$ cat config.mk
export PLATFORM = sky130hd
export DESIGN_NAME = cpu_top
export DESIGN_NICKNAME = d
export VERILOG_FILES = /design/src/common/cpu_isa_pkg.sv /design/src/common/cpu_uarch_pkg.sv /design/src/core/cpu_alu.sv /design/src/core/cpu_regs.sv /design/src/core/cpu_addr_unit.sv /design/src/core/cpu_sequencer.sv /design/src/design/cpu_top.sv
export SDC_FILE = /design/constraint.sdc
export NUM_CORES = 1
export LEC_CHECK = 0
export ABC_AREA = 1
export BUFFER_PORTS_ARGS = -buffer_cell sky130_fd_sc_hd__buf_2
export CORE_MARGIN = 1.5
export CORE_UTILIZATION = 40
export DETAILED_ROUTE_END_ITERATION = 10
export PLACE_DENSITY = 0.61
export SLEW_MARGIN = 10
export SYNTH_ARGS = -nofsm -noshare
export SYNTH_HDL_FRONTEND = slang
export SYNTH_SLANG_ARGS = --single-unit
$ cat constraint.sdc
create_clock -name clk -period 8.65 [get_ports clk]
set_input_delay 1.73 -clock clk [delete_from_list [all_inputs] [get_ports clk]]
set_output_delay 1.73 -clock clk [all_outputs]
set_load 0.02 [all_outputs]
$ cat src/common/cpu_isa_pkg.sv
// Instruction set definitions: data and address widths, opcode encodings, reset vector
package cpu_isa_pkg;

  // ------------------------------------------------------------
  // Bus widths
  // ------------------------------------------------------------
  localparam int DATA_W = 8;
  localparam int ADDR_W = 16;

  typedef logic [DATA_W-1:0] data_t;
  typedef logic [ADDR_W-1:0] addr_t;

  // ------------------------------------------------------------
  // Opcodes kept in this core
  // ------------------------------------------------------------
  // Absolute mode unless noted
  typedef enum logic [7:0] {
    LDA = 8'hAD,
    LDX = 8'hAE,
    LDY = 8'hAC,
    STA = 8'h8D,
    STX = 8'h8E,
    STY = 8'h8C,
    ADC = 8'h6D,
    AND = 8'h2D,
    EOR = 8'h4D,
    CMP = 8'hCD,
    INC = 8'hEE,
    DEC = 8'hCE,
    JMP = 8'h4C,
    // Implied mode
    CLC = 8'h18,
    NOP = 8'hEA
  } opcode_e;

  // Low byte of the reset vector, high byte follows at +1
  localparam addr_t RESET_VECTOR_DEFAULT = 16'hFFFC;

endpackage

$ cat src/common/cpu_uarch_pkg.sv
// Microarchitecture definitions: sequencer states, control word, ALU and memory bus structs
package cpu_uarch_pkg;

  // Sequencer states
  typedef enum logic [3:0] {
    RESET, VECTOR_1, VECTOR_2, FETCH, DECODE,
    ABS_1, ABS_2, ABS_3, ABS_4, HALT
  } state_e;

  // ALU operations, ADD is the idle value
  typedef enum logic [2:0] {
    ALU_ADD, ALU_SUB, ALU_AND, ALU_XOR, ALU_INC, ALU_DEC
  } alu_op_e;

  // Address unit action for the current cycle
  typedef enum logic [2:0] {
    HOLD, VEC_MSB, VEC_LOAD, FETCH_NEXT, STEP, OPERAND, JUMP, NEXT_INSTR
  } addr_op_e;

  // Register select, NONE is zero so an all-zero control word is idle
  typedef enum logic [1:0] {
    SEL_NONE, SEL_A, SEL_X, SEL_Y
  } reg_sel_e;

  // ------------------------------------------------------------
  // Control word from the sequencer, 18 bits
  // ------------------------------------------------------------
  typedef struct packed {
    addr_op_e addr_op;
    alu_op_e  alu_op;
    reg_sel_e alu_src;
    logic     alu_from_mem;
    reg_sel_e load_dst;
    reg_sel_e store_src;
    logic     store_alu;
    logic     commit_acc;
    logic     commit_carry;
    logic     clear_carry;
    logic     write_strobe;
  } ctrl_t;

  typedef struct packed {
    cpu_isa_pkg::data_t a;
    cpu_isa_pkg::data_t b;
    alu_op_e            op;
    logic               carry_in;
  } alu_req_t;

  typedef struct packed {
    cpu_isa_pkg::data_t result;
    logic               carry_out;
  } alu_rsp_t;

  // Memory side, 25 bits
  typedef struct packed {
    cpu_isa_pkg::addr_t address;
    cpu_isa_pkg::data_t wr_data;
    logic               wr_enable;
  } mem_req_t;

endpackage

$ cat src/core/cpu_alu.sv
// Combinational ALU: add with carry, compare subtract, AND, XOR, increment, decrement
`timescale 1ns/100ps

module cpu_alu (
  input  cpu_uarch_pkg::alu_req_t alu_req,
  output cpu_uarch_pkg::alu_rsp_t alu_rsp
);

  // Ninth bit carries out of ADD, borrows out of SUB
  logic [8:0] wide;

  always_comb begin
    wide              = '0;
    alu_rsp.result    = '0;
    // Carry passes through unless the op defines it
    alu_rsp.carry_out = alu_req.carry_in;
    case (alu_req.op)
      cpu_uarch_pkg::ALU_ADD: begin
        wide              = 9'(alu_req.a) + 9'(alu_req.b) + 9'(alu_req.carry_in);
        alu_rsp.result    = wide[7:0];
        alu_rsp.carry_out = wide[8];
      end
      // Compare style, carry set when a >= b
      cpu_uarch_pkg::ALU_SUB: begin
        wide              = 9'(alu_req.a) - 9'(alu_req.b);
        alu_rsp.result    = wide[7:0];
        alu_rsp.carry_out = ~wide[8];
      end
      cpu_uarch_pkg::ALU_AND: alu_rsp.result = alu_req.a & alu_req.b;
      cpu_uarch_pkg::ALU_XOR: alu_rsp.result = alu_req.a ^ alu_req.b;
      // Wraps at 0xFF and 0x00
      cpu_uarch_pkg::ALU_INC: alu_rsp.result = alu_req.a + 8'd1;
      cpu_uarch_pkg::ALU_DEC: alu_rsp.result = alu_req.a - 8'd1;
      default: ;
    endcase
  end

endmodule

$ cat src/core/cpu_regs.sv
// Register file: A, X and Y, carry flag, ALU operand latch, store data select
`timescale 1ns/100ps

module cpu_regs (
  input  logic                     clk,
  input  logic                     resetn,
  input  cpu_uarch_pkg::ctrl_t     ctrl,
  input  cpu_isa_pkg::data_t       rd_data,
  input  cpu_uarch_pkg::alu_rsp_t  alu_rsp,
  output cpu_uarch_pkg::alu_req_t  alu_req,
  output cpu_isa_pkg::data_t       store_data
);

  cpu_isa_pkg::data_t      a_q;
  cpu_isa_pkg::data_t      x_q;
  cpu_isa_pkg::data_t      y_q;
  logic                    carry_q;
  cpu_uarch_pkg::alu_req_t alu_req_q;
  logic                    alu_latch;

  // Register read port, shared by ALU source and store source
  function automatic cpu_isa_pkg::data_t pick(cpu_uarch_pkg::reg_sel_e sel,
                                              cpu_isa_pkg::data_t a,
                                              cpu_isa_pkg::data_t x,
                                              cpu_isa_pkg::data_t y);
    case (sel)
      cpu_uarch_pkg::SEL_A: return a;
      cpu_uarch_pkg::SEL_X: return x;
      cpu_uarch_pkg::SEL_Y: return y;
      default:              return '0;
    endcase
  endfunction

  // ------------------------------------------------------------
  // ALU operand latch
  // ------------------------------------------------------------
  assign alu_latch = ctrl.alu_from_mem || (ctrl.alu_src != cpu_uarch_pkg::SEL_NONE);

  // Operand a is a register or the memory byte, b is always the memory byte
  always_ff @(posedge clk) begin
    if (alu_latch) begin
      alu_req_q.a        <= ctrl.alu_from_mem ? rd_data : pick(ctrl.alu_src, a_q, x_q, y_q);
      alu_req_q.b        <= rd_data;
      alu_req_q.op       <= ctrl.alu_op;
      alu_req_q.carry_in <= carry_q;
    end
  end

  assign alu_req = alu_req_q;

  // Architectural registers
  always_ff @(posedge clk) begin
    if (!resetn) begin
      a_q     <= '0;
      x_q     <= '0;
      y_q     <= '0;
      carry_q <= 1'b0;
    end else begin
      if (ctrl.commit_acc) begin
        a_q <= alu_rsp.result;
      end
      case (ctrl.load_dst)
        cpu_uarch_pkg::SEL_A: a_q <= rd_data;
        cpu_uarch_pkg::SEL_X: x_q <= rd_data;
        cpu_uarch_pkg::SEL_Y: y_q <= rd_data;
        default: ;
      endcase
      // CLC wins, never issued together with a commit
      if (ctrl.clear_carry) begin
        carry_q <= 1'b0;
      end else if (ctrl.commit_carry) begin
        carry_q <= alu_rsp.carry_out;
      end
    end
  end

  // ALU result for read-modify-write, otherwise a register
  assign store_data = ctrl.store_alu ? alu_rsp.result : pick(ctrl.store_src, a_q, x_q, y_q);

endmodule

$ cat src/core/cpu_addr_unit.sv
// Address unit: program counter, operand bytes, bus address and write strobe
`timescale 1ns/100ps

module cpu_addr_unit #(
  parameter cpu_isa_pkg::addr_t RESET_VECTOR = cpu_isa_pkg::RESET_VECTOR_DEFAULT
) (
  input  logic                    clk,
  input  logic                    resetn,
  input  cpu_uarch_pkg::ctrl_t    ctrl,
  input  cpu_isa_pkg::data_t      rd_data,
  input  cpu_isa_pkg::data_t      store_data,
  output cpu_uarch_pkg::mem_req_t mem_req
);

  cpu_isa_pkg::addr_t pc;
  cpu_isa_pkg::data_t operand_lsb;
  cpu_isa_pkg::data_t operand_msb;
  // Set once the operand bytes were stepped over, picks the PC increment
  logic               long_instr;
  // High operand byte is on rd_data this cycle
  logic               msb_pending;
  cpu_isa_pkg::addr_t operand_addr;
  cpu_isa_pkg::addr_t next_pc;
  cpu_isa_pkg::addr_t address_q;
  cpu_isa_pkg::data_t wr_data_q;
  logic               wr_enable_q;

  assign operand_addr = {(msb_pending ? rd_data : operand_msb), operand_lsb};
  // Three bytes for absolute mode, one for implied
  assign next_pc = pc + (long_instr ? 16'd3 : 16'd1);

  // ------------------------------------------------------------
  // Address sequencing
  // ------------------------------------------------------------
  always_ff @(posedge clk) begin
    if (!resetn) begin
      address_q   <= RESET_VECTOR;
      wr_enable_q <= 1'b0;
      long_instr  <= 1'b0;
      msb_pending <= 1'b0;
    end else begin
      wr_enable_q <= ctrl.write_strobe;
      case (ctrl.addr_op)
        // Low vector byte in, point at the high one
        cpu_uarch_pkg::VEC_MSB: begin
          pc[7:0]   <= rd_data;
          address_q <= RESET_VECTOR + 16'd1;
        end
        cpu_uarch_pkg::VEC_LOAD: begin
          pc        <= {rd_data, pc[7:0]};
          address_q <= {rd_data, pc[7:0]};
        end
        cpu_uarch_pkg::FETCH_NEXT: begin
          address_q  <= pc + 16'd1;
          long_instr <= 1'b0;
        end
        // Low operand byte in, point at the high one
        cpu_uarch_pkg::STEP: begin
          operand_lsb <= rd_data;
          address_q   <= pc + 16'd2;
          long_instr  <= 1'b1;
          msb_pending <= 1'b1;
        end
        cpu_uarch_pkg::OPERAND: begin
          if (msb_pending) begin
            operand_msb <= rd_data;
          end
          msb_pending <= 1'b0;
          address_q   <= operand_addr;
        end
        cpu_uarch_pkg::JUMP: begin
          pc          <= operand_addr;
          address_q   <= operand_addr;
          msb_pending <= 1'b0;
        end
        cpu_uarch_pkg::NEXT_INSTR: begin
          pc        <= next_pc;
          address_q <= next_pc;
        end
        default: ;
      endcase
    end
  end

  // Write data follows the strobe
  always_ff @(posedge clk) begin
    if (ctrl.write_strobe) begin
      wr_data_q <= store_data;
    end
  end

  assign mem_req.address   = address_q;
  assign mem_req.wr_data   = wr_data_q;
  assign mem_req.wr_enable = wr_enable_q;

endmodule

$ cat src/core/cpu_sequencer.sv
// Core sequencer: state register, instruction register, opcode decode, control word
`timescale 1ns/100ps

module cpu_sequencer (
  input  logic                 clk,
  input  logic                 resetn,
  input  cpu_isa_pkg::data_t   rd_data,
  output cpu_uarch_pkg::ctrl_t ctrl,
  output logic                 halted
);

  cpu_uarch_pkg::state_e  state;
  cpu_uarch_pkg::state_e  state_next;
  cpu_uarch_pkg::state_e  decode_target;
  cpu_isa_pkg::opcode_e   ir;

  // IR starts as NOP so the first FETCH commits nothing
  always_ff @(posedge clk) begin
    if (!resetn) begin
      state <= cpu_uarch_pkg::RESET;
      ir    <= cpu_isa_pkg::NOP;
    end else begin
      state <= state_next;
      if (state == cpu_uarch_pkg::FETCH) begin
        ir <= cpu_isa_pkg::opcode_e'(rd_data);
      end
    end
  end

  assign halted = (state == cpu_uarch_pkg::HALT);

  // Addressing mode decode
  always_comb begin
    case (ir)
      cpu_isa_pkg::LDA, cpu_isa_pkg::LDX, cpu_isa_pkg::LDY,
      cpu_isa_pkg::STA, cpu_isa_pkg::STX, cpu_isa_pkg::STY,
      cpu_isa_pkg::ADC, cpu_isa_pkg::AND, cpu_isa_pkg::EOR, cpu_isa_pkg::CMP,
      cpu_isa_pkg::INC, cpu_isa_pkg::DEC, cpu_isa_pkg::JMP:
        decode_target = cpu_uarch_pkg::ABS_1;
      cpu_isa_pkg::CLC, cpu_isa_pkg::NOP:
        decode_target = cpu_uarch_pkg::FETCH;
      // Anything else stops the core
      default:
        decode_target = cpu_uarch_pkg::HALT;
    endcase
  end

  // ------------------------------------------------------------
  // Next state and control word
  // ------------------------------------------------------------
  always_comb begin
    ctrl       = '0;
    state_next = state;
    case (state)
      // Reset lands in RESET, which doubles as the low vector byte step
      cpu_uarch_pkg::RESET: begin
        ctrl.addr_op = cpu_uarch_pkg::VEC_MSB;
        state_next   = cpu_uarch_pkg::VECTOR_2;
      end
      cpu_uarch_pkg::VECTOR_2: begin
        ctrl.addr_op = cpu_uarch_pkg::VEC_LOAD;
        state_next   = cpu_uarch_pkg::FETCH;
      end
      // IR still holds the previous instruction here, so its ALU result lands now
      cpu_uarch_pkg::FETCH: begin
        ctrl.addr_op = cpu_uarch_pkg::FETCH_NEXT;
        state_next   = cpu_uarch_pkg::DECODE;
        case (ir)
          cpu_isa_pkg::ADC: begin
            ctrl.commit_acc   = 1'b1;
            ctrl.commit_carry = 1'b1;
          end
          cpu_isa_pkg::AND, cpu_isa_pkg::EOR: ctrl.commit_acc = 1'b1;
          cpu_isa_pkg::CMP: ctrl.commit_carry = 1'b1;
          cpu_isa_pkg::CLC: ctrl.clear_carry = 1'b1;
          default: ;
        endcase
      end
      cpu_uarch_pkg::DECODE: begin
        state_next = decode_target;
        if (decode_target == cpu_uarch_pkg::ABS_1) begin
          ctrl.addr_op = cpu_uarch_pkg::STEP;
        end else if (decode_target == cpu_uarch_pkg::FETCH) begin
          ctrl.addr_op = cpu_uarch_pkg::NEXT_INSTR;
        end
      end
      // High operand byte on the bus, stores issue their write here
      cpu_uarch_pkg::ABS_1: begin
        ctrl.addr_op = cpu_uarch_pkg::OPERAND;
        state_next   = cpu_uarch_pkg::ABS_2;
        case (ir)
          cpu_isa_pkg::JMP: begin
            ctrl.addr_op = cpu_uarch_pkg::JUMP;
            state_next   = cpu_uarch_pkg::FETCH;
          end
          cpu_isa_pkg::STA: begin
            ctrl.write_strobe = 1'b1;
            ctrl.store_src    = cpu_uarch_pkg::SEL_A;
          end
          cpu_isa_pkg::STX: begin
            ctrl.write_strobe = 1'b1;
            ctrl.store_src    = cpu_uarch_pkg::SEL_X;
          end
          cpu_isa_pkg::STY: begin
            ctrl.write_strobe = 1'b1;
            ctrl.store_src    = cpu_uarch_pkg::SEL_Y;
          end
          default: ;
        endcase
      end
      // Data byte available
      cpu_uarch_pkg::ABS_2: begin
        ctrl.addr_op = cpu_uarch_pkg::NEXT_INSTR;
        state_next   = cpu_uarch_pkg::FETCH;
        case (ir)
          cpu_isa_pkg::LDA: ctrl.load_dst = cpu_uarch_pkg::SEL_A;
          cpu_isa_pkg::LDX: ctrl.load_dst = cpu_uarch_pkg::SEL_X;
          cpu_isa_pkg::LDY: ctrl.load_dst = cpu_uarch_pkg::SEL_Y;
          cpu_isa_pkg::ADC: begin
            ctrl.alu_src = cpu_uarch_pkg::SEL_A;
            ctrl.alu_op  = cpu_uarch_pkg::ALU_ADD;
          end
          cpu_isa_pkg::AND: begin
            ctrl.alu_src = cpu_uarch_pkg::SEL_A;
            ctrl.alu_op  = cpu_uarch_pkg::ALU_AND;
          end
          cpu_isa_pkg::EOR: begin
            ctrl.alu_src = cpu_uarch_pkg::SEL_A;
            ctrl.alu_op  = cpu_uarch_pkg::ALU_XOR;
          end
          cpu_isa_pkg::CMP: begin
            ctrl.alu_src = cpu_uarch_pkg::SEL_A;
            ctrl.alu_op  = cpu_uarch_pkg::ALU_SUB;
          end
          // Read-modify-write keeps the operand address for the write back
          cpu_isa_pkg::INC: begin
            ctrl.addr_op      = cpu_uarch_pkg::HOLD;
            ctrl.alu_from_mem = 1'b1;
            ctrl.alu_op       = cpu_uarch_pkg::ALU_INC;
            state_next        = cpu_uarch_pkg::ABS_3;
          end
          cpu_isa_pkg::DEC: begin
            ctrl.addr_op      = cpu_uarch_pkg::HOLD;
            ctrl.alu_from_mem = 1'b1;
            ctrl.alu_op       = cpu_uarch_pkg::ALU_DEC;
            state_next        = cpu_uarch_pkg::ABS_3;
          end
          default: ;
        endcase
      end
      cpu_uarch_pkg::ABS_3: begin
        ctrl.addr_op      = cpu_uarch_pkg::OPERAND;
        ctrl.write_strobe = 1'b1;
        ctrl.store_alu    = 1'b1;
        state_next        = cpu_uarch_pkg::ABS_4;
      end
      // Write pulse is on the bus now
      cpu_uarch_pkg::ABS_4: begin
        ctrl.addr_op = cpu_uarch_pkg::NEXT_INSTR;
        state_next   = cpu_uarch_pkg::FETCH;
      end
      // HALT holds everything until reset
      default: state_next = cpu_uarch_pkg::HALT;
    endcase
  end

endmodule

$ cat src/design/cpu_top.sv
// Core top level: sequencer, register file, address unit and ALU
`timescale 1ns/100ps

module cpu_top #(
  parameter cpu_isa_pkg::addr_t RESET_VECTOR = cpu_isa_pkg::RESET_VECTOR_DEFAULT
) (
  input  logic                  clk,
  input  logic                  resetn,
  input  cpu_isa_pkg::data_t    rd_data,
  output cpu_uarch_pkg::mem_req_t mem_req,
  output logic                  halted
);

  // Control word, one per cycle
  cpu_uarch_pkg::ctrl_t    ctrl;
  // ALU request from the operand latch and its answer
  cpu_uarch_pkg::alu_req_t alu_req;
  cpu_uarch_pkg::alu_rsp_t alu_rsp;
  // Byte headed for the write data register
  cpu_isa_pkg::data_t      store_data;

  cpu_sequencer u_sequencer (
    .clk     (clk),
    .resetn  (resetn),
    .rd_data (rd_data),
    .ctrl    (ctrl),
    .halted  (halted)
  );

  cpu_regs u_regs (
    .clk        (clk),
    .resetn     (resetn),
    .ctrl       (ctrl),
    .rd_data    (rd_data),
    .alu_rsp    (alu_rsp),
    .alu_req    (alu_req),
    .store_data (store_data)
  );

  cpu_alu u_alu (
    .alu_req (alu_req),
    .alu_rsp (alu_rsp)
  );

  cpu_addr_unit #(
    .RESET_VECTOR (RESET_VECTOR)
  ) u_addr_unit (
    .clk        (clk),
    .resetn     (resetn),
    .ctrl       (ctrl),
    .rd_data    (rd_data),
    .store_data (store_data),
    .mem_req    (mem_req)
  );

endmodule

==> flow_metrics.tcl <==
set metrics [dict create \
    m1WireLength_um 9721 \
    viasPerCell 5.213 \
    cp_cell_sequence "inv_1 -> nor2_1 -> nand2_1 -> nor2_1 -> nor2_1 -> nand2_1 -> nor2_1 -> nand2_1 -> inv_1 -> ha_1 -> nand3_1 -> nand3_1 -> nand2_2 -> a21oi_1" \
    clkLatencyLatePin_ns 0.42 \
    drtAntennaViolNets 0 \
    clk_pin_slew_ns 0.05 \
    worstHoldPathType "flop to flop" \
    period_share_pct 40.30 \
    worstRegToRegCells 14 \
    r2r-end "u_addr_unit.pc[5]" \
    peakVddDrop_uv 150.4 \
    synthToLayoutAreaGrowth_pct 12.29 \
    grt_pass1_wl_um 36190 \
    clock_skew_ns 0.01087 \
    path_max_fanout 11 \
    drt_iter0_markers 567 \
    wl_per_cell_um 16.94 \
    post_cts_buffers 0 \
    sequentialPowerShare_pct 30.9 \
    ctsHoldBuffers 0 \
    netlist_top_cells_area "edfxtp_1 (23%), dfxtp_1 (15%), nand2_1 (12%)" \
    ys_warn_count 0 \
    wl_met3_um 1189 \
    drt-total-wl_um 23020 \
    regToRegSetupSlack_ns 5.16 \
    die_x_um 142.0 \
    cp.required_ns 8.70 \
    netlist_area_um2 7725 \
    start_util_pct 41.02 \
    synth_flop_cell "edfxtp_1" \
    grt_start_max_net_pins 43 \
    holdPathStages 0 \
    ctsRootBufferMaster "clkbuf_16" \
    coreArea_um2 18830 \
    dr.pass1.iters 5 \
    stdcell_area_um2 8675 \
    critPathKind "flop to flop" \
    pin_count 36 \
    nFillCells 1939 \
    power_density_nw_per_um2 277.9 \
    rsz0062_at_grt "false" \
    crit_slowest_cell "a21oi_1" \
    max_stage_delay_ns 0.70 \
    routed.top_layer "met4" \
    clock_path_buffers 2 \
    setup_viol_count_final 0 \
    drc 0 \
    post_dp_cell_area_um2 8102 \
    r2r-start "u_sequencer.ir[7]" \
    p_leak_uw 0.003820 \
    startpoint "u_sequencer.ir[7]" \
    combPwrFrac_pct 41.0 \
    setup_tns_ns 0 \
    hpwlAfterDp_um 17830 \
    synth_most_common_cell "nand2_1" \
    synth_nets 1100 \
    numCtsBuffers 17 \
    gp_congestion 0.9446 \
    p_int_uw 1375 \
    synth_top_area_cell "edfxtp_1" \
    switching_share_pct 42.96 \
    maxCapViolations 0 \
    cts.sink_count 116 \
    drv_slew 0 \
    met2WireLength_um 11440 \
    cp.arrival_ns 3.53 \
    async_flop_share_pct 0 \
    synth_top_area_share_pct 23.32 \
    cts_tree "done" \
    synth_seq_cells 116 \
    fmax_mhz 286.9 \
    vias 7084 \
    htreeDepth 4 \
    yosysUniqueCellTypes 50 \
    min_from "u_regs.carry_q" \
    grt_pass1_vias 6784 \
    power.switching_uw 1035 \
    layout_min_cycle_time_ns 3.486 \
    io_buffers 35 \
    status "completed" \
    worstMarginPinSlew_ns 1.208 \
    gr-usage-all-layers_pct 23.71 \
    syn_inst 1058 \
    final_hold_viol_count 0 \
    rows 50 \
    p_clk_share_pct 28.1 \
    final_nets 1128 \
    total_power_uw 2410 \
    endpoint_kind "flop" \
    ys_seq_area_share_pct 37.84 \
    grt-ovfl-total 0 \
    die_y_um 142.0 \
    syn_area_per_cell_um2 7.301 \
    n_antenna_cell 0 \
    die_area_um2 20160 \
    grt_antenna_before_repair 0 \
    critPathLaunchType "flop" \
    whs_endpoint "u_regs.alu_req[0]" \
    drive_gt1_share_pct 9.372 \
    cpMostUsedCell "nor2_1" \
    synth_edf_count 60 \
    yosys-top-cells-count "nand2_1 (255), nor2_1 (134), inv_1 (127)" \
    postCtsResizedCells 0 \
    relSlewSlack_pct 19.23 \
]
critical path, delay by kind of cell, from the launching register on:
kind	cells	cell delay [ns]
AO/OA/AOI/OAI	1	0.70
flip-flops	1	0.38
AND/OR/NAND/NOR	10	1.60
buffers and inverters	2	0.16
adder cells (fa/ha/maj)	1	0.26
placed cells by master (no fill, tap or decap), types with 34 or more instances in the layout:
cell type  netlist  final
edfxtp_1        60     60
nand4_1         34     34
inv_1          127    127
xor2_1          37     37
o21ai_0         37     37
nand3_1         79     79
dfxtp_1         56     56
nand2_1        255    255
nor2_1         134    134
buf_2            5     35
a21oi_1         46     46
logic make-up (layout without fill, tap and decap cells):
| family | count (synthesis) | count (layout) | share of synthesized area (%) |
|---|---|---|---|
| compound gates | 160 | 160 | 12.63 |
| xor+xnor | 39 | 39 | 4.422 |
| fa+ha+maj | 32 | 32 | 5.669 |
| buf+inv | 166 | 207 | 8.633 |
| flops | 116 | 116 | 37.84 |
| simple gates | 545 | 545 | 30.81 |
worst max-delay path by stage:
stage / cells past startpoint / end / slack (ns)
detailed placement: 15 / u_addr_unit.pc[4] / 5.25
floorplan: 3 / u_addr_unit.operand_msb[0] / 5.16
global placement: 5 / u_addr_unit.operand_msb[4] / 5.31
finish: 14 / u_addr_unit.pc[5] / 5.16
global route: 15 / u_addr_unit.pc[5] / 4.83
CTS: 15 / u_addr_unit.pc[5] / 5.25
flip-flops by register name (all words and copies together) (netlist names):
name / flops
u_sequencer.ir: 8
u_regs.y_q: 8
u_addr_unit.wr_data_q: 8
u_regs.carry_q: 1
u_regs.alu_req: 20
u_addr_unit.operand_lsb: 8
u_sequencer.state: 4
u_addr_unit.msb_pending: 1
u_addr_unit.long_instr: 1
u_addr_unit.address_q: 16
u_regs.x_q: 8
u_addr_unit.operand_msb: 8
u_addr_unit.wr_enable_q: 1
u_regs.a_q: 8
u_addr_unit.pc: 16
stage by stage:
stage	util (%)	cells	hold slack (ns)	setup slack [ns]
after global placement	43.02	1327	0.4276	5.307
after floorplan	-	1058	0.4085	5.164
after detailed placement	43.02	1327	0.4303	5.245
after CTS	46.07	1359	0.4536	5.248
final	46.07	1359	0.4550	5.164
after global routing	46.07	1359	0.4710	4.828
metal layers:
metal / track usage [%] / vias to the layer above
li1: - / 3590
met1: 28.97 / 3224
met2: 41.82 / 224
met3: 3.836 / 46
met4: 9.224 / 0
met5: 0 / -
power by group through the flow:
stage	Clock [uW]	Sequential [uW]	Combinational (uW)
detailed placement	0	753	975
global route	706	754	1110
CTS	683	743	979
finish	678	744	988
global placement	0	755	978
floorplan	0	757	721
layout make-up:
type	count	area, um^2	share of cell area (%)
inverter	137	514.2	5.928
sequential	116	2923	33.69
multi-input combinational	776	4141	47.74
clock buffer	20	467.9	5.394
tap	260	325.3	3.750
clock inverter	12	105.1	1.212
timing repair buffer	38	197.7	2.279
No activity file was read; power rests on OpenSTA's default activity.
